**src/design/subsys_pkg.sv**
```systemverilog
`default_nettype none

package subsys_pkg;

   ////////////////////////////////////////////////////////////
   // Bus widths and transfer types
   ////////////////////////////////////////////////////////////
   localparam int HADDR_WIDTH = 32;
   localparam int HDATA_WIDTH = 32;

   typedef enum logic [1:0] {
      HTRANS_IDLE   = 2'b00,
      HTRANS_NONSEQ = 2'b10                           // Only single transfers on this bus
   } htrans_t;

   typedef enum logic [1:0] {SLV_SRAM, SLV_CORDIC0, SLV_CORDIC1, SLV_NONE} slave_idx_t;

   ////////////////////////////////////////////////////////////
   // Address map, match when (addr & mask) == base
   ////////////////////////////////////////////////////////////
   localparam logic [HADDR_WIDTH-1:0] SRAM_BASE    = 32'h0000_0000;
   localparam logic [HADDR_WIDTH-1:0] SRAM_MASK    = 32'hE000_0000;
   localparam logic [HADDR_WIDTH-1:0] CORDIC0_BASE = 32'h4000_0000;
   localparam logic [HADDR_WIDTH-1:0] CORDIC1_BASE = 32'h4000_0100;
   localparam logic [HADDR_WIDTH-1:0] CORDIC_MASK  = 32'hFFFF_FFE0;  // 32 byte window each

   // CORDIC register offsets inside the window
   localparam logic [4:0] CORDIC_REG_ANGLE  = 5'h00;
   localparam logic [4:0] CORDIC_REG_STATUS = 5'h04;  // Bit 0 busy, bit 1 done
   localparam logic [4:0] CORDIC_REG_COS    = 5'h08;
   localparam logic [4:0] CORDIC_REG_SIN    = 5'h0C;

   // atan(2^-i), full turn is 2^32
   localparam logic [31:0] CORDIC_ATAN_TABLE [16] = '{
      32'h2000_0000, 32'h12E4_051D, 32'h09FB_385B, 32'h0511_11D4,
      32'h028B_0D41, 32'h0145_D7E1, 32'h00A2_F61E, 32'h0051_7C55,
      32'h0028_BE4A, 32'h0014_5F2E, 32'h000A_2F98, 32'h0005_17CC,
      32'h0002_8BE6, 32'h0001_45F3, 32'h0000_A2F9, 32'h0000_517C
   };

   localparam logic signed [31:0] CORDIC_GAIN_INIT = 32'sh26DD_3B6A;  // 1/K in Q2.30

   // Read pattern that raises the detector
   localparam logic [HDATA_WIDTH-1:0] SIGNATURE_FIRST  = 32'hA5A5_0F0F;
   localparam logic [HDATA_WIDTH-1:0] SIGNATURE_SECOND = 32'h5A5A_F0F0;

   typedef enum logic [1:0] {DET_IDLE, DET_FIRST, DET_FOUND} det_state_t;
   typedef enum logic [1:0] {CRD_IDLE, CRD_BUSY, CRD_DONE} cordic_state_t;

endpackage

`default_nettype wire

```
**src/design/ahb_decoder.sv**
```systemverilog
`timescale 1ns/1ps
`default_nettype none

module ahb_decoder import subsys_pkg::*; (
   input  logic                   hclk_i,
   input  logic                   arst_n_i,
   input  logic [HADDR_WIDTH-1:0] haddr_i,
   input  htrans_t                htrans_i,      // Only for the read flag
   input  logic                   hwrite_i,
   output logic                   hready_o,
   output logic [HDATA_WIDTH-1:0] hrdata_o,
   output logic                   data_phase_read_o,
   output logic                   sram_hsel_o,
   output logic                   cordic0_hsel_o,
   output logic                   cordic1_hsel_o,
   input  logic [HDATA_WIDTH-1:0] sram_hrdata_i,
   input  logic [HDATA_WIDTH-1:0] cordic0_hrdata_i,
   input  logic [HDATA_WIDTH-1:0] cordic1_hrdata_i,
   input  logic                   sram_hreadyout_i,
   input  logic                   cordic0_hreadyout_i,
   input  logic                   cordic1_hreadyout_i
);

   slave_idx_t addr_idx;                         // Address phase target
   slave_idx_t dp_idx_q;                         // Data phase target

   // Address match only, transfer type is left to the slaves
   assign sram_hsel_o    = (haddr_i & SRAM_MASK)   == SRAM_BASE;
   assign cordic0_hsel_o = (haddr_i & CORDIC_MASK) == CORDIC0_BASE;
   assign cordic1_hsel_o = (haddr_i & CORDIC_MASK) == CORDIC1_BASE;

   always_comb begin
      if (sram_hsel_o)         addr_idx = SLV_SRAM;
      else if (cordic0_hsel_o) addr_idx = SLV_CORDIC0;
      else if (cordic1_hsel_o) addr_idx = SLV_CORDIC1;
      else                     addr_idx = SLV_NONE;  // Unmapped hole
   end

   always_ff @(posedge hclk_i or negedge arst_n_i) begin
      if (!arst_n_i) begin
         dp_idx_q          <= SLV_NONE;              // Ready high out of reset
         data_phase_read_o <= 1'b0;
      end else if (hready_o) begin                   // Address phase moves on
         dp_idx_q          <= addr_idx;
         data_phase_read_o <= (htrans_i == HTRANS_NONSEQ) && !hwrite_i;
      end
   end

   ////////////////////////////////////////////////////////////
   // Data phase return path
   ////////////////////////////////////////////////////////////
   always_comb begin
      case (dp_idx_q)
         SLV_SRAM:    begin hrdata_o = sram_hrdata_i;    hready_o = sram_hreadyout_i;    end
         SLV_CORDIC0: begin hrdata_o = cordic0_hrdata_i; hready_o = cordic0_hreadyout_i; end
         SLV_CORDIC1: begin hrdata_o = cordic1_hrdata_i; hready_o = cordic1_hreadyout_i; end
         default:     begin hrdata_o = '0;               hready_o = 1'b1;                end
      endcase
   end

endmodule

`default_nettype wire

```
**config.mk**
```make
export PLATFORM = sky130hd
export DESIGN_NAME = ahb_decoder
export DESIGN_NICKNAME = d
export VERILOG_FILES = /design/src/design/subsys_pkg.sv /design/src/design/ahb_decoder.sv
export SDC_FILE = /design/constraint.sdc
export NUM_CORES = 1
export LEC_CHECK = 0
export ABC_AREA = 1
export BUFFER_PORTS_ARGS = -buffer_cell sky130_fd_sc_hd__buf_2
export CAP_MARGIN = 15
export CORE_AREA = 2 2 68 70
export DETAILED_ROUTE_END_ITERATION = 10
export DIE_AREA = 0 0 70 72
export PLACE_DENSITY_LB_ADDON = 0.05
export SLEW_MARGIN = 30
export SYNTH_ARGS = -nofsm -noshare
export SYNTH_HDL_FRONTEND = slang
export SYNTH_SLANG_ARGS = --single-unit
export TNS_END_PERCENT = 50
```
**constraint.sdc**
```tcl
create_clock -name hclk_i -period 2.5 [get_ports hclk_i]
set_input_delay 0.125 -clock hclk_i [delete_from_list [all_inputs] [get_ports hclk_i]]
set_output_delay 0.125 -clock hclk_i [all_outputs]
set_load 0.05 [all_outputs]
```
==> summary by stage <==
Layout
In the final layout, the multi-input gates occupy 811 um^2. The top cell types in the final layout, fill and taps aside, are 167 x sky130_fd_sc_hd__buf_2, 87 x sky130_fd_sc_hd__nand2_1, 68 x sky130_fd_sc_hd__nand3_1. The final layout contains 524 nets. In the final layout, the share of cells above drive strength 1 is 0.465. The number of filler cells placed in the layout is 499. The number of antenna diodes in the final layout is 0. The cell area after layout is 1950 um^2. From synthesis to final layout, the design area changed by 88.2%. The area of all sequential standard cells is 77.6 um^2.

The most common cell after layout, fill and taps aside is sky130_fd_sc_hd__buf_2.

STA
The number of endpoints with negative hold slack in the final report was 0. For the pin with the worst max-slew slack, the measured transition is 544 ps. The final number of setup-violating endpoints is 0. The worst pin sits at a relative slew slack of 0.637. In the final timing run, aggregate negative setup slack is 0 ps. For the finished layout, the period the worst path requires is 1930 ps. The number of slew-limit violations in the final report is 0. Timing would allow up to 0.519 GHz. Setup repair after global routing left no endpoint under its margin. The final worst clock skew is 2.18 ps. The portion of the clock cycle consumed by the worst path in the final layout is 0.771.

Power and ir drop
Summed over all cells, the static leakage comes to 1.24 nW. Of the total power, combinational logic draws 0.885. For this design the total switching power over the nets is 0.00183 W. The ratio of total power to cell area is 1300 nW/um^2. The total power after layout is 0.00254 W. The proportion of total power due to net switching is 0.721.

The share of total power dissipated in the clock network is 0.055. The peak ir drop on the vdd network is 521 uV. The internal portion of the total power is 0.000709 W. The share of total power dissipated in sequential elements is 0.060.

Setup path
STA classifies the critical path endpoint as a primary output. By startpoint and endpoint, the worst setup path is classified as reg -> out. Data on the critical path is required at its endpoint by 2380 ps. Data arrives at the worst endpoint at 1800 ps.

The worst-path maximum fanout is 20. The origin of the worst setup path is dp_idx_q[1]. The category of the worst setup path launch point is a register.

In this run the critical register-to-register path is launched from dp_idx_q[1].

Floorplanning
The core region is 4260 um^2. The overall die width is 70 um. The area enclosed by the die boundary is 5040 um^2. The initial core utilization is 0.243.

The number of core rows is 24. The chip height is 72 um. The top-level I/O count is 173.

Synthesis
The mapped netlist covers 1040 um^2. Synthesis produced 226 cells. After synthesis, the mean cell area works out to 4.58 um^2. The total nets after synthesis is 362. For this run, the number of Yosys warnings is 0.

Of the synthesized area, sequential elements account for 0.0749. In this run, distinct cell masters in the synthesized netlist total 17. The total of flip-flops plus latches after synthesis is 3.

Hold path
In this run the worst hold path is classified as in -> reg. The launch instance of the worst min-delay path is cordic0_hreadyout_i.

Global routing
The aggregate global routing overflow is 0. The maximum number of pins on one net before global-route repair is 33. The wire length of the first global-routing pass is 7.75 mm. For this run, the total global-route usage over all layers was measured as 0.181.

The number of global-route vias before repair was 1786. The number of antenna violations at the first check in global routing is 0.

Routing
The total via count after detailed routing is 1963. The number of design-rule violations left by the first detailed-router iteration is 26. Dividing the detail-routed via count by the number of cells gives 4.47. The final routed wire length divided by cell count is 10.9 um. Once detail routing completed, the nets flagged for antenna violations numbered 0.

Summed over all layers, the routed wires come to 4.78 mm. The detailed-route DRC error count is 0. Before antenna repair, the detailed router went through 4 iterations.

Outcome
The run finished with clean final reports.

Clock network
In this run the clock root is driven by a sky130_fd_sc_hd__clkbuf_8. The clock slew at the register clock pins of the worst setup and hold paths is 30 ps. For this design, the sink count on the clock tree is 3.

The deepest clock path buffer count is 2. In this run, CTS created clock tree buffers numbering 3. TritonCTS built the clock tree. Buffers added to address setup during post-CTS repair amount to 0. Clock latency on the worst-skew pair, taken at its later pin, is 220 ps. The H-tree depth is 1.

Placement
The instance area at placement is 1890 um^2. Buffers placed on the I/O ports in this run total 167. The congestion estimate from routability-driven global placement came to 0.801. The HPWL reported at the end of detailed placement is 3.85 mm.

Flow run
The number of max-cap violations is 0.
synth_stat cells:
master,n,area share
sky130_fd_sc_hd__nand2_1,87,0.32
sky130_fd_sc_hd__nand3_1,68,0.33
sky130_fd_sc_hd__nor2_1,21,0.076
sky130_fd_sc_hd__inv_1,20,0.072
sky130_fd_sc_hd__buf_2,7,0.034
sky130_fd_sc_hd__inv_2,4,0.014
sky130_fd_sc_hd__buf_1,3,0.011
sky130_fd_sc_hd__clkbuf_1,3,0.011
sky130_fd_sc_hd__dfstp_2,2,0.051
sky130_fd_sc_hd__nand4_1,2,0.012
sky130_fd_sc_hd__nor3_1,2,0.0097
sky130_fd_sc_hd__o21ai_1,2,0.0097
sky130_fd_sc_hd__a21oi_1,1,0.0048
sky130_fd_sc_hd__dfrtp_1,1,0.024
sky130_fd_sc_hd__nand3_2,1,0.0097
sky130_fd_sc_hd__nor2_4,1,0.011
sky130_fd_sc_hd__or2_1,1,0.0060
through the flow:
step                setup slack, ps   util  cells  hold WS [ps]
finish                          572  0.457    439           146
global placement                780  0.444    434         -77.4
detailed placement              784  0.444    434         -76.9
floorplan                       894      -    226          -171
global route                    414  0.457    439           180
CTS                             541  0.457    439           145
kinds of logic after synthesis:
logic type / after synthesis / synth area share
DFF: 3 / 0.0749
buffers and inverters: 37 / 0.143
AOI/OAI and AO/OA: 3 / 0.0145
and+or+nand+nor: 183 / 0.768
per-layer routing:
layer	vias to the layer above	GRT usage	part of all wire
met5	-	0	0
met4	0	0.0321	0
met3	0	0.0389	0.095
met2	93	0.345	0.52
met1	830	0.209	0.39
li1	1040	-	-
power groups by stage:
stage | registers, W | clock network, W | logic, W
after floorplan | 0.000131 | 0 | 0.00177
after global placement | 0.000154 | 0 | 0.00227
after global routing | 0.000161 | 0.000150 | 0.00242
final | 0.000152 | 0.000141 | 0.00225
after detailed placement | 0.000153 | 0 | 0.00227
after CTS | 0.000155 | 0.000145 | 0.00227
worst max-delay path: stages, from the launching register on:
cell and delay [ps]:
sky130_fd_sc_hd__dfstp_2 750, sky130_fd_sc_hd__buf_4 320, sky130_fd_sc_hd__o21ai_1 140, sky130_fd_sc_hd__nand3_2 110, sky130_fd_sc_hd__buf_2 270
flip-flops by register name, summed over array words and instances (netlist names):
signal / cells
data_phase_read_o: 1
dp_idx_q: 2
worst paths after layout:
path / to / slack, ps / cells past startpoint
worst max-delay path: hready_o / 570 / 4
worst min-delay path: dp_idx_q[0] / 150 / 3
worst max register to register: dp_idx_q[1] / 900 / 7
worst min register to register: data_phase_read_o / 530 / 2
max in group asynchronous: dp_idx_q[0] / 2070 / 2
min in group asynchronous: data_phase_read_o / 240 / 2
cell type report:
| type | count | area share |
|---|---|---|
| clock buffer | 4 | 0.0231 |
| inverter | 24 | 0.0462 |
| multi-input combinational | 186 | 0.416 |
| sequential | 3 | 0.0398 |
| tap | 52 | 0.0334 |
| timing repair buffer | 170 | 0.442 |
timing repair:
item                      4_1_cts  5_1_grt
hold endpoints to repair        3        0
resized for setup               0        0
hold buffers                    1        0
No activity file was read; power rests on OpenSTA's default activity.
