File: config.mk
export PLATFORM = sky130hd
export DESIGN_NAME = ahb_cordic
export DESIGN_NICKNAME = d
export VERILOG_FILES = /design/src/design/subsys_pkg.sv /design/src/design/cordic_core.sv /design/src/design/ahb_cordic.sv
export SDC_FILE = /design/constraint.sdc
export NUM_CORES = 1
export LEC_CHECK = 0
export BUFFER_PORTS_ARGS = -buffer_cell sky130_fd_sc_hd__buf_2
export CAP_MARGIN = 25
export CELL_PAD_IN_SITES_DETAIL_PLACEMENT = 0
export CELL_PAD_IN_SITES_GLOBAL_PLACEMENT = 1
export CORE_ASPECT_RATIO = 0.9
export CORE_MARGIN = 2
export CORE_UTILIZATION = 39
export DETAILED_ROUTE_END_ITERATION = 8
export PLACE_DENSITY = 0.74
export SYNTH_ARGS = -nofsm -noshare
export SYNTH_HDL_FRONTEND = slang
export SYNTH_SLANG_ARGS = --single-unit
File: constraint.sdc
create_clock -name hclk_i -period 7.1 [get_ports hclk_i]
set_input_delay 2.13 -clock hclk_i [delete_from_list [all_inputs] [get_ports hclk_i]]
set_output_delay 2.13 -clock hclk_i [all_outputs]
set_load 0.02 [all_outputs]
File: src/design/subsys_pkg.sv
`default_nettype none

package subsys_pkg;

   ////////////////////////////////////////////////////////////
   // Bus widths and transfer types
   ////////////////////////////////////////////////////////////
   localparam int HADDR_WIDTH = 32;
   localparam int HDATA_WIDTH = 32;

   typedef enum logic [1:0] {
      HTRANS_IDLE   = 2'b00,
      HTRANS_NONSEQ = 2'b10                           // Only single transfers on this bus
   } htrans_t;

   typedef enum logic [1:0] {SLV_SRAM, SLV_CORDIC0, SLV_CORDIC1, SLV_NONE} slave_idx_t;

   ////////////////////////////////////////////////////////////
   // Address map, match when (addr & mask) == base
   ////////////////////////////////////////////////////////////
   localparam logic [HADDR_WIDTH-1:0] SRAM_BASE    = 32'h0000_0000;
   localparam logic [HADDR_WIDTH-1:0] SRAM_MASK    = 32'hE000_0000;
   localparam logic [HADDR_WIDTH-1:0] CORDIC0_BASE = 32'h4000_0000;
   localparam logic [HADDR_WIDTH-1:0] CORDIC1_BASE = 32'h4000_0100;
   localparam logic [HADDR_WIDTH-1:0] CORDIC_MASK  = 32'hFFFF_FFE0;  // 32 byte window each

   // CORDIC register offsets inside the window
   localparam logic [4:0] CORDIC_REG_ANGLE  = 5'h00;
   localparam logic [4:0] CORDIC_REG_STATUS = 5'h04;  // Bit 0 busy, bit 1 done
   localparam logic [4:0] CORDIC_REG_COS    = 5'h08;
   localparam logic [4:0] CORDIC_REG_SIN    = 5'h0C;

   // atan(2^-i), full turn is 2^32
   localparam logic [31:0] CORDIC_ATAN_TABLE [16] = '{
      32'h2000_0000, 32'h12E4_051D, 32'h09FB_385B, 32'h0511_11D4,
      32'h028B_0D41, 32'h0145_D7E1, 32'h00A2_F61E, 32'h0051_7C55,
      32'h0028_BE4A, 32'h0014_5F2E, 32'h000A_2F98, 32'h0005_17CC,
      32'h0002_8BE6, 32'h0001_45F3, 32'h0000_A2F9, 32'h0000_517C
   };

   localparam logic signed [31:0] CORDIC_GAIN_INIT = 32'sh26DD_3B6A;  // 1/K in Q2.30

   // Read pattern that raises the detector
   localparam logic [HDATA_WIDTH-1:0] SIGNATURE_FIRST  = 32'hA5A5_0F0F;
   localparam logic [HDATA_WIDTH-1:0] SIGNATURE_SECOND = 32'h5A5A_F0F0;

   typedef enum logic [1:0] {DET_IDLE, DET_FIRST, DET_FOUND} det_state_t;
   typedef enum logic [1:0] {CRD_IDLE, CRD_BUSY, CRD_DONE} cordic_state_t;

endpackage

`default_nettype wire

File: src/design/cordic_core.sv
`timescale 1ns/1ps
`default_nettype none

module cordic_core import subsys_pkg::*; #(
   parameter int CORDIC_ITERS = 16               // 1 to 16
) (
   input  logic                   hclk_i,
   input  logic                   arst_n_i,
   input  logic                   start_i,
   input  logic [HDATA_WIDTH-1:0] angle_i,       // 2^32 per turn
   output logic                   busy_o,
   output logic                   done_o,
   output logic [HDATA_WIDTH-1:0] cos_o,         // Q2.30
   output logic [HDATA_WIDTH-1:0] sin_o
);

   logic signed [HDATA_WIDTH-1:0] x_q, y_q, z_q;
   logic signed [HDATA_WIDTH-1:0] x_sh, y_sh;
   logic [4:0]                    iter_q;
   logic                          fold;

   // Second or third quadrant, rotate by half a turn first
   assign fold = angle_i[31] ^ angle_i[30];
   assign x_sh = x_q >>> iter_q;
   assign y_sh = y_q >>> iter_q;

   ////////////////////////////////////////////////////////////
   // Iteration control
   ////////////////////////////////////////////////////////////
   always_ff @(posedge hclk_i or negedge arst_n_i) begin
      if (!arst_n_i) begin
         busy_o <= 1'b0;
         done_o <= 1'b0;
         iter_q <= '0;
      end else begin
         done_o <= 1'b0;                          // Single cycle pulse
         if (start_i) begin
            busy_o <= 1'b1;
            iter_q <= '0;
         end else if (busy_o) begin
            iter_q <= iter_q + 1'b1;
            if (iter_q == 5'(CORDIC_ITERS - 1)) begin  // Last micro-rotation
               busy_o <= 1'b0;
               done_o <= 1'b1;
            end
         end
      end
   end

   // Shift-and-add datapath
   always_ff @(posedge hclk_i) begin
      if (start_i) begin
         x_q <= fold ? -CORDIC_GAIN_INIT : CORDIC_GAIN_INIT;  // Negated x and y
         y_q <= '0;
         z_q <= {angle_i[31] ^ fold, angle_i[30:0]};         // Minus half a turn
      end else if (busy_o) begin
         if (!z_q[31]) begin                     // Residual positive
            x_q <= x_q - y_sh;
            y_q <= y_q + x_sh;
            z_q <= z_q - CORDIC_ATAN_TABLE[iter_q[3:0]];
         end else begin
            x_q <= x_q + y_sh;
            y_q <= y_q - x_sh;
            z_q <= z_q + CORDIC_ATAN_TABLE[iter_q[3:0]];
         end
      end
   end

   assign cos_o = x_q;
   assign sin_o = y_q;

endmodule

`default_nettype wire

File: src/design/ahb_cordic.sv
`timescale 1ns/1ps
`default_nettype none

module ahb_cordic import subsys_pkg::*; #(
   parameter int CORDIC_ITERS = 16
) (
   input  logic                   hclk_i,
   input  logic                   arst_n_i,
   input  logic                   hsel_i,
   input  logic [HADDR_WIDTH-1:0] haddr_i,
   input  htrans_t                htrans_i,
   input  logic                   hwrite_i,
   input  logic [HDATA_WIDTH-1:0] hwdata_i,
   input  logic                   hready_i,
   output logic [HDATA_WIDTH-1:0] hrdata_o,
   output logic                   hreadyout_o
);

   cordic_state_t          state_q;
   logic                   dp_valid_q, dp_write_q;
   logic [4:0]             dp_reg_q;             // Register offset in data phase
   logic [HDATA_WIDTH-1:0] angle_q, cos_q, sin_q;
   logic                   start, core_busy, core_done, rd_result;
   logic [HDATA_WIDTH-1:0] core_cos, core_sin;

   always_ff @(posedge hclk_i or negedge arst_n_i) begin
      if (!arst_n_i) begin
         dp_valid_q <= 1'b0;
         dp_write_q <= 1'b0;
         dp_reg_q   <= '0;
      end else if (hready_i) begin
         dp_valid_q <= hsel_i && (htrans_i == HTRANS_NONSEQ);
         dp_write_q <= hwrite_i;
         dp_reg_q   <= haddr_i[4:0];
      end
   end

   // ANGLE write completing, dropped while the core runs
   assign start = dp_valid_q && dp_write_q && (dp_reg_q == CORDIC_REG_ANGLE) && hready_i
                  && !core_busy;
   assign rd_result = dp_valid_q && !dp_write_q
                      && (dp_reg_q == CORDIC_REG_COS || dp_reg_q == CORDIC_REG_SIN);
   assign hreadyout_o = !(rd_result && state_q == CRD_BUSY);  // Stall until results latch

   ////////////////////////////////////////////////////////////
   // Front end FSM and result registers
   ////////////////////////////////////////////////////////////
   always_ff @(posedge hclk_i or negedge arst_n_i) begin
      if (!arst_n_i) begin
         state_q <= CRD_IDLE;
         angle_q <= '0;
         cos_q   <= '0;
         sin_q   <= '0;
      end else begin
         case (state_q)
            CRD_BUSY: if (core_done && !start) state_q <= CRD_DONE;  // Restart in done cycle
            default:  if (start) state_q <= CRD_BUSY;
         endcase
         if (start) angle_q <= hwdata_i;
         if (core_done) begin
            cos_q <= core_cos;
            sin_q <= core_sin;
         end
      end
   end

   always_comb begin
      case (dp_reg_q)
         CORDIC_REG_ANGLE:  hrdata_o = angle_q;
         CORDIC_REG_STATUS: hrdata_o = {{(HDATA_WIDTH-2){1'b0}},
                                        state_q == CRD_DONE, state_q == CRD_BUSY};
         CORDIC_REG_COS:    hrdata_o = cos_q;
         CORDIC_REG_SIN:    hrdata_o = sin_q;
         default:           hrdata_o = '0;       // Spare offsets
      endcase
   end

   cordic_core #(
      .CORDIC_ITERS ( CORDIC_ITERS ) )
   u_core (
      .hclk_i       ( hclk_i       ),
      .arst_n_i     ( arst_n_i     ),
      .start_i      ( start        ),
      .angle_i      ( hwdata_i     ),
      .busy_o       ( core_busy    ),
      .done_o       ( core_done    ),
      .cos_o        ( core_cos     ),
      .sin_o        ( core_sin     ) );

endmodule

`default_nettype wire

==> qor.yml <==
arrival_ps: 7080
diodes: 0
cts_tree: "built"
avgSynthCellArea_um2: 9.08
setup_tns_ps: 0
hpwl_um: 57800
htreeDepth: 1
worst-path-buf-inv: 1
die_h_um: 223
wl_per_cell_um: 25.2
cts-buffers-inserted: 27
synth-edff-count: 64
final_cells: 3045
crit_required_ps: 7430
rsz0062_at_grt: "no"
use_met2: 0.390
cp-end-kind: "register"
busiest_layer: "met1"
ant_nets: 0
final_nets: 2514
synth_cells: 2288
max_freq_ghz: 0.148
grt_use_met1: 0.407
antenna_found_initial: 2
clock-sinks: 208
grt_overflow: 0
gp_congestion: 0.972
core-area_mm2: 0.0529
cts_hold_buf: 0
synthArstFlopShare: 0.538
vias: 19042
grt_pass1_vias: 17809
path_cells: "clkinvlp_4 -> ha_1 -> or2_2 -> a311o_1 -> nor3_1 -> and4b_1 -> and2_1 -> a21oi_1 -> xnor2_1 -> ha_1 -> a21oi_1 -> o21bai_1 -> a21oi_1 -> nor2_1 -> a211oi_1 -> o211ai_1 -> o311ai_0 -> a31oi_1 -> a211o_1"
portBuffers: 76
ys_seq_area_frac: 0.258
root_buffer: "clkbuf_16"
grt_use_met3: 0.0583
place_ws_ps: 416
cpMostUsedCell: "a21oi_1"
critPathKind: "reg2reg"
hp-class: "reg2reg"
grt_pass1_wl_um: 115000
finalHoldViolCount: 0
avgViaCountPerCell: 6.25
status: "finished clean"
yosys.cell_types.count: 100
worst_pin_slew_ps: 1080
grt_max_degree: 65
max-cap-violations: 0
drc: 0
finalWorstPathRequiredPeriod_ps: 6750
drt_wl_total_um: 76800
final.setup.worst_slack_ps: 351
io_pins: 104
skew_ps: 22.4
start_kind: "register"
setup_violations: 0
ys_seq_elements: 208
clock_path_buffers: 3
relSlewSlack: 0.277
maxSlewViolCount: 0
synthToLayoutAreaGrowth_pct: 9.47
fp.dieW_um: 247
max_stage_delay_ps: 850
cts.clk_slew.worst_paths_ps: 60
crit_family: "compound AO/OA/AOI/OAI gates"
ys.flop_type: "dfrtp_1"
dieArea_mm2: 0.0552
drt-pass1-iter-count: 8
synthesis.area_mm2: 0.0208
crit_fanout: 28
initial_core_util: 0.393
fin_crit_sh: 0.951
synth_fp_nets: 2475
drive_gt1_frac: 0.194
clkLatencyLatePin_ps: 590
cp_slowest_cell: "o311ai_0"
drt_iter0_markers: 2206
dp.cells: 2995
grt_usage: 0.274
yosysWarningCount: 0
rows: 80
flip-flops by register name, indices dropped and copies added (netlist names):
name	flops
dp_valid_q	1
state_q	2
cos_q	32
u_core.cos_o	32
dp_reg_q	5
u_core.iter_q	5
u_core.busy_o	1
angle_q	32
u_core.sin_o	32
dp_write_q	1
u_core.done_o	1
sin_q	32
u_core.z_q	32
metal layers:
layer  share of wire  wire (um)  vias to the layer above
li1                -          -                     8670
met1            0.46      35300                     9325
met2            0.41      31700                      893
met3           0.092       7030                      152
met4           0.036       2770                        2
met5         0.00010          8                        -
cells by family (layout without fill, tap and decap cells):
logic type | count (synthesis) | in the layout | share of synthesized area
fa+ha+maj | 117 | 117 | 0.0714
compound gates | 618 | 618 | 0.199
flops | 208 | 208 | 0.258
simple gates | 735 | 735 | 0.169
xor+xnor | 147 | 147 | 0.0619
buf+inv | 198 | 258 | 0.0504
mux | 265 | 265 | 0.190
cell type report:
cell class,count,area (um^2)
flip-flops and latches,208,5380
fillers,5184,30100
multi-input cells,1882,14400
repair buffers,159,1020
inverters,49,188
clock inverters,9,111
clock buffers,41,798
well taps,697,872
through the flow:
step                      hold WS [ps]  instance area, um^2  utilization
after floorplan                    441                20800            -
after global placement             458                21800        0.413
after detailed placement           462                21800        0.413
after CTS                          477                22800        0.430
after global routing               493                22800        0.431
final                              477                22800        0.431
worst reg2reg max path, cell delays in order (launching register included):
cell        delay [ps]
dfrtp_4            720
clkinvlp_4         500
ha_1               440
or2_2              320
a311o_1            350
nor3_1             310
and4b_1            300
and2_1             240
a21oi_1            110
xnor2_1            250
ha_1               340
a21oi_1            150
o21bai_1            80
a21oi_1            200
nor2_1              70
a211oi_1           400
o211ai_1           310
o311ai_0           850
a31oi_1            260
a211o_1            310
worst paths after layout:
kind | startpoint | endpoint | slack (ps) | cells after the start
max | u_core.iter_q[0]$_DFFE_PN0P_ | u_core.z_q[30]$_DFFE_PP_ | 350 | 19
min | angle_q[25]$_DFFE_PN0P_ | angle_q[25]$_DFFE_PN0P_ | 480 | 2
max reg2reg | u_core.iter_q[0]$_DFFE_PN0P_ | u_core.z_q[30]$_DFFE_PP_ | 350 | 19
min reg2reg | angle_q[25]$_DFFE_PN0P_ | angle_q[25]$_DFFE_PN0P_ | 480 | 2
max in group asynchronous | arst_n_i | u_core.iter_q[1]$_DFFE_PN0P_ | 4130 | 2
min in group asynchronous | arst_n_i | sin_q[5]$_DFFE_PN0P_ | 1660 | 1
Yosys cell counts, types with 8 or more instances:
| library cell | number | share of area |
|---|---|---|
| ha_1 | 113 | 0.068 |
| o21a_1 | 32 | 0.012 |
| a31oi_1 | 40 | 0.012 |
| nor3_1 | 47 | 0.011 |
| a21boi_0 | 10 | 0.0036 |
| nand3b_1 | 8 | 0.0029 |
| mux2_2 | 132 | 0.072 |
| a21oi_1 | 122 | 0.029 |
| nor2b_1 | 24 | 0.0072 |
| a22oi_1 | 40 | 0.014 |
| o211ai_1 | 20 | 0.0072 |
| buf_4 | 18 | 0.0065 |
| o31ai_1 | 22 | 0.0079 |
| nand2b_1 | 19 | 0.0057 |
| nand4_1 | 11 | 0.0033 |
| dfrtp_1 | 112 | 0.13 |
| or2_2 | 13 | 0.0039 |
| buf_6 | 13 | 0.0070 |
| nand3_1 | 38 | 0.0091 |
| clkbuf_1 | 89 | 0.016 |
| and2_1 | 35 | 0.011 |
| a21o_1 | 44 | 0.016 |
| mux4_2 | 74 | 0.080 |
| a211oi_1 | 20 | 0.0072 |
| and3_1 | 26 | 0.0078 |
| xor2_1 | 71 | 0.030 |
| or3_1 | 13 | 0.0039 |
| edfxtp_1 | 64 | 0.092 |
| dfxtp_1 | 32 | 0.031 |
| nor2_1 | 174 | 0.031 |
| a221oi_1 | 11 | 0.0046 |
| mux2i_1 | 45 | 0.022 |
| o22ai_1 | 17 | 0.0051 |
| buf_2 | 10 | 0.0024 |
| xnor2_1 | 76 | 0.032 |
| nand2_1 | 274 | 0.049 |
| buf_1 | 10 | 0.0018 |
| inv_1 | 47 | 0.0085 |
| mux4_1 | 11 | 0.014 |
| o21ai_0 | 135 | 0.033 |
timing repair:
| item | CTS | global route |
|---|---|---|
| resized for setup | 0 | 1 |
| hold endpoints to repair | 0 | 0 |
| buffers inserted | 0 | 0 |
| endpoints found under the setup margin | 0 | 3 |
cells in the final DEF (no fill, tap or decap), drive strengths merged, types with 47 or more instances in the layout:
master | netlist | layout
ha | 113 | 113
nor3 | 47 | 47
nor2 | 176 | 176
a21oi | 123 | 123
xnor2 | 76 | 76
mux2 | 132 | 132
edfxtp | 64 | 64
xor2 | 71 | 71
inv | 48 | 49
o21ai | 137 | 137
nand2 | 274 | 274
dfrtp | 112 | 112
buf | 60 | 159
mux4 | 87 | 87
Power is left out: the tool's default activity adds up to more than one toggle a clock period on the data nets, which glitch-free logic cannot reach.
