File: src/design/subsys_pkg.sv
`default_nettype none

package subsys_pkg;

   ////////////////////////////////////////////////////////////
   // Bus widths and transfer types
   ////////////////////////////////////////////////////////////
   localparam int HADDR_WIDTH = 32;
   localparam int HDATA_WIDTH = 32;

   typedef enum logic [1:0] {
      HTRANS_IDLE   = 2'b00,
      HTRANS_NONSEQ = 2'b10                           // Only single transfers on this bus
   } htrans_t;

   typedef enum logic [1:0] {SLV_SRAM, SLV_CORDIC0, SLV_CORDIC1, SLV_NONE} slave_idx_t;

   ////////////////////////////////////////////////////////////
   // Address map, match when (addr & mask) == base
   ////////////////////////////////////////////////////////////
   localparam logic [HADDR_WIDTH-1:0] SRAM_BASE    = 32'h0000_0000;
   localparam logic [HADDR_WIDTH-1:0] SRAM_MASK    = 32'hE000_0000;
   localparam logic [HADDR_WIDTH-1:0] CORDIC0_BASE = 32'h4000_0000;
   localparam logic [HADDR_WIDTH-1:0] CORDIC1_BASE = 32'h4000_0100;
   localparam logic [HADDR_WIDTH-1:0] CORDIC_MASK  = 32'hFFFF_FFE0;  // 32 byte window each

   // CORDIC register offsets inside the window
   localparam logic [4:0] CORDIC_REG_ANGLE  = 5'h00;
   localparam logic [4:0] CORDIC_REG_STATUS = 5'h04;  // Bit 0 busy, bit 1 done
   localparam logic [4:0] CORDIC_REG_COS    = 5'h08;
   localparam logic [4:0] CORDIC_REG_SIN    = 5'h0C;

   // atan(2^-i), full turn is 2^32
   localparam logic [31:0] CORDIC_ATAN_TABLE [16] = '{
      32'h2000_0000, 32'h12E4_051D, 32'h09FB_385B, 32'h0511_11D4,
      32'h028B_0D41, 32'h0145_D7E1, 32'h00A2_F61E, 32'h0051_7C55,
      32'h0028_BE4A, 32'h0014_5F2E, 32'h000A_2F98, 32'h0005_17CC,
      32'h0002_8BE6, 32'h0001_45F3, 32'h0000_A2F9, 32'h0000_517C
   };

   localparam logic signed [31:0] CORDIC_GAIN_INIT = 32'sh26DD_3B6A;  // 1/K in Q2.30

   // Read pattern that raises the detector
   localparam logic [HDATA_WIDTH-1:0] SIGNATURE_FIRST  = 32'hA5A5_0F0F;
   localparam logic [HDATA_WIDTH-1:0] SIGNATURE_SECOND = 32'h5A5A_F0F0;

   typedef enum logic [1:0] {DET_IDLE, DET_FIRST, DET_FOUND} det_state_t;
   typedef enum logic [1:0] {CRD_IDLE, CRD_BUSY, CRD_DONE} cordic_state_t;

endpackage

`default_nettype wire

File: src/design/signature_detector.sv
`timescale 1ns/1ps
`default_nettype none

module signature_detector import subsys_pkg::*; (
   input  logic                   hclk_i,
   input  logic                   arst_n_i,
   input  logic                   rd_valid_i,    // Completed read this cycle
   input  logic [HDATA_WIDTH-1:0] rdata_i,
   output logic                   detected_o
);

   det_state_t state_q;

   always_ff @(posedge hclk_i or negedge arst_n_i) begin
      if (!arst_n_i) begin
         state_q <= DET_IDLE;
      end else if (rd_valid_i) begin              // Only completed reads count
         case (state_q)
            DET_IDLE:
               if (rdata_i == SIGNATURE_FIRST) state_q <= DET_FIRST;
            DET_FIRST: begin
               if (rdata_i == SIGNATURE_SECOND)     state_q <= DET_FOUND;
               else if (rdata_i != SIGNATURE_FIRST) state_q <= DET_IDLE;  // Sequence broken
            end
            DET_FOUND: state_q <= DET_FOUND;     // Sticky until reset
            default:   state_q <= DET_IDLE;
         endcase
      end
   end

   assign detected_o = (state_q == DET_FOUND);

endmodule

`default_nettype wire

File: config.mk
export PLATFORM = sky130hd
export DESIGN_NAME = signature_detector
export DESIGN_NICKNAME = d
export VERILOG_FILES = /design/src/design/subsys_pkg.sv /design/src/design/signature_detector.sv
export SDC_FILE = /design/constraint.sdc
export NUM_CORES = 1
export LEC_CHECK = 0
export BUFFER_PORTS_ARGS = -buffer_cell sky130_fd_sc_hd__buf_2
export CORE_AREA = 2 2 39 41
export DETAILED_ROUTE_END_ITERATION = 10
export DIE_AREA = 0 0 41 43
export GPL_ROUTABILITY_DRIVEN = 0
export SLEW_MARGIN = 20
export SYNTH_ARGS = -nofsm -noshare
export SYNTH_HDL_FRONTEND = slang
export SYNTH_SLANG_ARGS = --single-unit
File: constraint.sdc
create_clock -name hclk_i -period 1.5 [get_ports hclk_i]
set_input_delay 0.3 -clock hclk_i [delete_from_list [all_inputs] [get_ports hclk_i]]
set_output_delay 0.3 -clock hclk_i [all_outputs]
set_load 0.03 [all_outputs]
==> impl_metrics.json, run 1 <==
{
  "use_met3": 0.0314,
  "first_pass_iters": 3,
  "multi_input_area_um2": 219,
  "p_leak_nw": 0.245,
  "finalSetupTns_ns": 0,
  "path_cells": "and2b_1 > buf_2",
  "maxSlewViolCount": 0,
  "htreeDepth": 1,
  "p_sw_mw": 0.0550,
  "clk_pin_slew_ns": 0.03,
  "routed_via_density": 4.80,
  "worstPathArrival_ns": 0.97,
  "dp_hpwl_um": 843,
  "end_kind": "primary output",
  "path_delay_family": "flip-flops",
  "dpl_cell_area_um2": 472,
  "seq_area_um2": 50.0,
  "ys_seq_area_frac": 0.181,
  "synth_area_um2": 277,
  "cts.sinks": 2,
  "port_buffers": 35,
  "synth_area_leaders": "nor4bb_1, dfrtp_1, and4b_1",
  "ir_drop_v": 0.000140,
  "status": "finished, final reports clean",
  "fmax_mhz": 787,
  "drc": 0,
  "cts_buffers": 3,
  "syn_avg_cell_area_um2": 8.92,
  "rsz0062_at_grt": "no",
  "reg2reg_slack_ns": 0.26,
  "finalWorstSetupSlack_ns": 0.230,
  "clockPowerShare": 0.481,
  "start_util": 0.200,
  "setup_violations": 0,
  "synth-seq-cells": 2,
  "syn2layout_area_growth_pct": 82.4,
  "largestRegisters": "state_q x2",
  "cp-start-kind": "flop",
  "r2r-start": "state_q[1]",
  "clk_latency_ns": 0.22,
  "crit_fanout": 3,
  "maxCapViolCount": 0,
  "synth_nets": 66,
  "p_int_mw": 0.188,
  "combPwrFrac": 0.296,
  "final_cells": 86,
  "place_inst": 82,
  "clockBufferDepth": 2,
  "die_h_um": 43,
  "worst_pin_slew_ns": 0.302,
  "met2_usage": 0.194,
  "total_power_mw": 0.243,
  "antenna_found_initial": 0,
  "slew_headroom": 0.796,
  "hp-class": "input pin to flop",
  "drive_gt1_frac": 0.586,
  "gr-total-overflow": 0,
  "cp-endpoint": "detected_o",
  "stdcell_area_um2": 504,
  "synthCells": 31,
  "synth.distinct_cells": 17,
  "yosysTopAreaCell": "nor4bb_1",
  "post-route-min-period_ns": 1.27,
  "grt.busiest_layer": "met2",
  "grt_pass1_vias": 428,
  "regMostFlops": "state_q",
  "power_density_mw_per_mm2": 482,
  "cp.required_ns": 1.20,
  "vias": 413,
  "min_delay_path_depth": 2,
  "ys_warn_count": 0,
  "cp_num_buf_inv": 1,
  "r2r-end": "state_q[1]",
  "nFillCells": 152,
  "slowest_delay_ns": 0.38,
  "largest_register_ffs": 2,
  "final_antenna_net_count": 0,
  "routed_wirelength_um": 965,
  "finalHoldViolCount": 0,
  "num_rows": 14,
  "fp.dieW_um": 41,
  "fin_skew_ns": 0.00402,
  "fin_util": 0.364,
  "synth_top_area_share": 0.217,
  "track_usage": 0.129,
  "wire_per_inst_um": 11.2,
  "place_ws_ns": 0.197,
  "startpoint": "state_q[0]",
  "diodes": 0,
  "grt_pass1_wl_mm": 1.57,
  "gr-usage-met1": 0.151,
  "nets": 107,
  "critical-path-slowest-cell": "dfrtp_1",
  "root_buffer": "clkbuf_4",
  "critical_path_class": "flop to primary output",
  "core_area_mm2": 0.00138,
  "drtIter0Drc": 2,
  "whs_ns": 0.305,
  "grt_max_degree": 5,
  "rr_worst_depth": 3,
  "post-route-period-util": 0.847,
  "cts_tree": "built",
  "sw_frac_of_total": 0.226,
  "critical_path_depth": 2,
  "dieArea_mm2": 0.00176,
  "post_cts_buffers": 0,
  "seqPwrFrac": 0.224,
  "io_pins": 36
}
-- Yosys cell counts --
library cell	number
inv_2	1
nor4b_1	2
nor3b_1	2
nand3_1	2
nand4b_1	1
and4_1	1
and4b_1	2
nand4_1	3
nor4_1	2
o31ai_2	1
and2b_1	1
or4_4	1
nand2_1	2
o32ai_1	1
nor4bb_1	6
inv_1	1
dfrtp_1	2
-- area by class of cell --
class	count	share of cell area
tap	16	0.0397
inverter	2	0.0149
timing repair buffer	36	0.367
clock buffer	3	0.0447
multi-input combinational	27	0.434
sequential	2	0.0993
-- layout by cell type (no fill, tap or decap), types with 2 or more instances in the layout --
master	Yosys	final
nor4bb_1	6	6
and4b_1	2	2
nor4_1	2	2
nand3_1	2	2
clkbuf_4	0	3
nand2_1	2	2
nor4b_1	2	2
nand4_1	3	3
dfrtp_1	2	2
nor3b_1	2	2
buf_2	0	35
-- power groups by stage --
stage	sequential [mW]	combinational, mW	clock [mW]
floorplan	0.0550	0.0161	0
global placement	0.0549	0.0688	0
detailed placement	0.0549	0.0701	0
CTS	0.0544	0.0724	0.122
global route	0.0543	0.0803	0.127
finish	0.0544	0.0719	0.117
-- kinds of logic after synthesis --
| logic type | Yosys count | share of synthesized area |
|---|---|---|
| buf+inv | 2 | 0.0271 |
| simple gates | 25 | 0.715 |
| flops | 2 | 0.181 |
| compound gates | 2 | 0.0769 |
-- metal layers --
| metal | routed length [µm] | vias up |
|---|---|---|
| met3 | 78 | 4 |
| met2 | 449 | 22 |
| met5 | 0 | - |
| met1 | 411 | 172 |
| li1 | - | 215 |
| met4 | 25 | 0 |
-- what timing repair did --
action,CTS,global route
hold buffers,1,0
endpoints found under the hold margin,2,0
gates resized for setup,0,0
-- worst min path at each step --
stage / to / startpoint / slack, ns
2_1_floorplan: state_q[0] / arst_n_i / 0.004
3_3_place_gp: state_q[0] / arst_n_i / 0.09
3_5_place_dp: state_q[1] / arst_n_i / 0.09
4_1_cts: state_q[0] / rd_valid_i / 0.30
5_1_grt: state_q[0] / rd_valid_i / 0.33
6_report: state_q[0] / rd_valid_i / 0.31
-- worst register-to-register path: stages, from the launching register on --
cell and delay [ns]:
dfrtp_1 0.39, nor4b_1 0.35, nand4_1 0.16, o31ai_2 0.25
Note: power is estimated with default switching activity, not from simulation.
==> inputs of run 2 (changes only) <==
- clock period: 1.5 -> 1.3 ns (I/O delays scaled with it)
==> impl_metrics.json, run 2 (synthesis gave the netlist of run 1 again) <==
{
  "status": "finished, final reports clean",
  "routed_wirelength_um": 954,
  "num_rows": 14,
  "p_int_mw": 0.218,
  "fp.dieW_um": 41,
  "cts_tree": "built",
  "first_pass_iters": 3,
  "clk_latency_ns": 0.22,
  "p_leak_nw": 0.247,
  "end_kind": "primary output",
  "diodes": 0,
  "seq_area_um2": 50.0,
  "whs_ns": 0.266,
  "post-route-period-util": 0.949,
  "syn2layout_area_growth_pct": 87.3,
  "final_antenna_net_count": 0,
  "wire_per_inst_um": 11.1,
  "root_buffer": "clkbuf_4",
  "ir_drop_v": 0.000157,
  "p_sw_mw": 0.0637,
  "dpl_cell_area_um2": 472,
  "fin_skew_ns": 0.0000764,
  "drtIter0Drc": 2,
  "rsz0062_at_grt": "no",
  "finalHoldViolCount": 0,
  "multi_input_area_um2": 233,
  "seqPwrFrac": 0.223,
  "clk_pin_slew_ns": 0.03,
  "core_area_mm2": 0.00138,
  "track_usage": 0.136,
  "io_pins": 36,
  "combPwrFrac": 0.302,
  "setup_violations": 0,
  "slowest_delay_ns": 0.38,
  "stdcell_area_um2": 518,
  "grt_max_degree": 5,
  "gr-total-overflow": 0,
  "place_inst": 82,
  "finalSetupTns_ns": 0,
  "clockPowerShare": 0.476,
  "drc": 0,
  "cp-start-kind": "flop",
  "nFillCells": 158,
  "worstPathArrival_ns": 0.97,
  "layout_common_cells": "buf_2, nor4bb_1, nand4_1, clkbuf_4",
  "power_density_mw_per_mm2": 544,
  "die_h_um": 43,
  "critical_path_class": "flop to primary output",
  "antenna_found_initial": 0,
  "slew_headroom": 0.795,
  "cts.sinks": 2,
  "post-route-min-period_ns": 1.23,
  "fmax_mhz": 811,
  "clockBufferDepth": 2,
  "maxCapViolCount": 0,
  "crit_fanout": 3,
  "fin_util": 0.374,
  "critical-path-slowest-cell": "dfrtp_1",
  "grt_pass1_wl_mm": 1.62,
  "port_buffers": 35,
  "cp.required_ns": 1.04,
  "maxSlewViolCount": 0,
  "sw_frac_of_total": 0.226,
  "regMostFlops": "state_q",
  "hp-class": "input pin to flop",
  "largestRegisters": "state_q x2",
  "grt_pass1_vias": 436,
  "start_util": 0.200,
  "vias": 417,
  "nets": 107,
  "worst_pin_slew_ns": 0.303,
  "final_cells": 86,
  "path_cells": "and2b_1 > buf_2",
  "cts_buffers": 3,
  "largest_register_ffs": 2,
  "htreeDepth": 1,
  "drive_gt1_frac": 0.614,
  "routed_via_density": 4.85,
  "dieArea_mm2": 0.00176,
  "dp_hpwl_um": 848,
  "mostFrequentLayoutCell": "buf_2"
}
[run 2: cell counts in the layout (fill, tap and decap cells not counted)]
No cell type changed its count.
[run 2: area by class of cell]
class                   instances  area share
flip-flops and latches          2      0.0966
multi-input cells              27       0.449
inverters                       2      0.0145
well taps                      16      0.0386
clock buffers                   3      0.0435
repair buffers                 36       0.357
[run 2: path summary, 6_finish.rpt]
path / startpoint / to / slack, ns / depth (start not counted)
max: state_q[0] / detected_o / 0.07 / 2
min: rd_valid_i / state_q[0] / 0.27 / 2
max reg2reg: state_q[0] / state_q[1] / 0.09 / 3
min reg2reg: state_q[1] / state_q[1] / 0.54 / 2
max in group asynchronous: arst_n_i / state_q[1] / 0.85 / 2
min in group asynchronous: arst_n_i / state_q[0] / 0.36 / 2
[run 2: power groups by stage]
| stage | Sequential, mW | Combinational [mW] | Clock [mW] |
|---|---|---|---|
| final | 0.0628 | 0.0851 | 0.134 |
| after global routing | 0.0627 | 0.0953 | 0.152 |
| after CTS | 0.0627 | 0.0836 | 0.145 |
| after detailed placement | 0.0634 | 0.0809 | 0 |
| after global placement | 0.0634 | 0.0801 | 0 |
| after floorplan | 0.0634 | 0.0185 | 0 |
[run 2: repair_timing]
item | CTS | global route
gates resized for setup | 0 | 2
hold buffers | 1 | 0
setup buffers | 0 | 0
endpoints found under the setup margin | 0 | 1
endpoints found under the hold margin | 2 | 0
[run 2: layer usage]
layer	up-vias	track usage	wire [µm]
met1	181	0.174	395
li1	216	-	-
met4	0	0.107	13
met2	18	0.184	467
met3	2	0.0314	77
met5	-	0	0
[run 2: through the flow]
| stage | power (mW) | setup slack (ns) |
|---|---|---|
| 2_1_floorplan | 0.0820 | 0.148 |
| 3_3_place_gp | 0.143 | 0.0691 |
| 3_5_place_dp | 0.144 | 0.0517 |
| 4_1_cts | 0.292 | 0.0465 |
| 5_1_grt | 0.310 | 0.000534 |
| 6_report | 0.282 | 0.0667 |
[run 2: critical path: cells and delay by family, from the launching register on]
family                 cells  cell delay (ns)
DFF                        1             0.38
buffers and inverters      1             0.18
and+or+nand+nor            1             0.19
==> inputs of run 3 (changes only) <==
- PLACE_DENSITY: not set -> 0.63
==> impl_metrics.json, run 3 (synthesis gave the netlist of run 1 again) <==
{
  "first_pass_iters": 3,
  "cp_num_buf_inv": 1,
  "finalWorstSetupSlack_ns": 0.0725,
  "vias": 413,
  "port_buffers": 35,
  "clk_pin_slew_ns": 0.03,
  "rsz0062_at_grt": "no",
  "critical-path-slowest-cell": "dfrtp_1",
  "path_cells": "and2b_1 > buf_2",
  "dpl_cell_area_um2": 472,
  "root_buffer": "clkbuf_4",
  "place_ws_ns": 0.0411,
  "status": "finished, final reports clean",
  "drive_gt1_frac": 0.614,
  "fp.dieW_um": 41,
  "fin_skew_ns": 0.00131,
  "critical_path_class": "flop to primary output",
  "core_area_mm2": 0.00138,
  "post_cts_buffers": 0,
  "routed_wirelength_um": 960,
  "drc": 0,
  "stdcell_area_um2": 518,
  "total_power_mw": 0.281,
  "io_pins": 36,
  "cts.sinks": 2,
  "finalHoldViolCount": 0,
  "ir_drop_v": 0.000264,
  "start_util": 0.200,
  "cts_buffers": 3,
  "clockPowerShare": 0.471,
  "worstPathArrival_ns": 0.97,
  "hp-class": "input pin to flop",
  "seqPwrFrac": 0.224,
  "drtIter0Drc": 1,
  "htreeDepth": 1,
  "regMostFlops": "state_q",
  "post-route-period-util": 0.944,
  "grt_pass1_vias": 396,
  "cp-start-kind": "flop",
  "p_int_mw": 0.218,
  "slew_headroom": 0.772,
  "routed_via_density": 4.80,
  "final_antenna_net_count": 0,
  "combPwrFrac": 0.305,
  "slowest_delay_ns": 0.38,
  "maxSlewViolCount": 0,
  "dieArea_mm2": 0.00176,
  "grt_pass1_wl_mm": 1.59,
  "sw_frac_of_total": 0.223,
  "maxCapViolCount": 0,
  "wire_per_inst_um": 11.2,
  "syn2layout_area_growth_pct": 87.3,
  "setup_violations": 0,
  "p_sw_mw": 0.0626,
  "end_kind": "primary output",
  "antenna_found_initial": 0,
  "largest_register_ffs": 2,
  "layout_common_cells": "buf_2, nor4bb_1, nand4_1, clkbuf_4",
  "crit_fanout": 3,
  "track_usage": 0.133,
  "largestRegisters": "state_q x2",
  "p_leak_nw": 0.247,
  "nFillCells": 152,
  "whs_ns": 0.264,
  "gr-total-overflow": 0,
  "post-route-min-period_ns": 1.23,
  "die_h_um": 43,
  "worst_pin_slew_ns": 0.337,
  "cp.required_ns": 1.04,
  "clockBufferDepth": 2,
  "power_density_mw_per_mm2": 542,
  "diodes": 0,
  "fmax_mhz": 815,
  "finalSetupTns_ns": 0,
  "cts_tree": "built",
  "nets": 107,
  "num_rows": 14,
  "grt_max_degree": 5,
  "path_delay_family": "flip-flops",
  "mostFrequentLayoutCell": "buf_2",
  "clk_latency_ns": 0.22
}
## run 3: cell counts in the layout (fill, tap and decap cells not counted)
Identical to the previous run, type by type.
## run 3: power by group through the flow
stage	Clock (mW)	Sequential [mW]	Combinational, mW
after floorplan	0	0.0634	0.0185
after detailed placement	0	0.0634	0.0811
final	0.132	0.0628	0.0856
after CTS	0.141	0.0627	0.0839
after global placement	0	0.0634	0.0800
after global routing	0.148	0.0627	0.0952
## run 3: repair_timing
| action | in CTS | in global routing |
|---|---|---|
| resized for setup | 0 | 2 |
| endpoints found under the setup margin | 0 | 1 |
| endpoints found under the hold margin | 2 | 0 |
| hold buffers | 1 | 0 |
## run 3: metal layers
layer / track usage / up-vias / part of all wire
met3: 0.0366 / 0 / 0.077
met2: 0.184 / 16 / 0.49
li1: - / 217 / -
met1: 0.177 / 180 / 0.44
met4: 0.0733 / 0 / 0
met5: 0 / - / 0
## run 3: worst reg2reg max path: cells and delay by family (launching register included)
kind / cells / cell delay (ns)
simple gates: 2 / 0.56
flops: 1 / 0.35
compound gates: 1 / 0.21
## run 3: area by class of cell
cell class,instances,area (µm²),share of cell area
clock buffer,3,22.5,0.0435
inverter,2,7.51,0.0145
multi-input combinational,27,233,0.449
sequential,2,50.0,0.0966
tap,16,20.0,0.0386
timing repair buffer,36,185,0.357
## run 3: through the flow
stage	cells	utilization
floorplan	31	-
global placement	82	0.341
detailed placement	82	0.341
CTS	86	0.364
global route	86	0.374
finish	86	0.374
## run 3: path summary, 6_finish.rpt
path	end	slack [ns]	cells after the start	from
max reg2reg	state_q[1]	0.10	3	state_q[0]
max in group asynchronous	state_q[0]	0.84	2	arst_n_i
min	state_q[0]	0.26	2	rd_valid_i
max	detected_o	0.07	2	state_q[0]
min in group asynchronous	state_q[1]	0.36	2	arst_n_i
min reg2reg	state_q[1]	0.54	2	state_q[1]
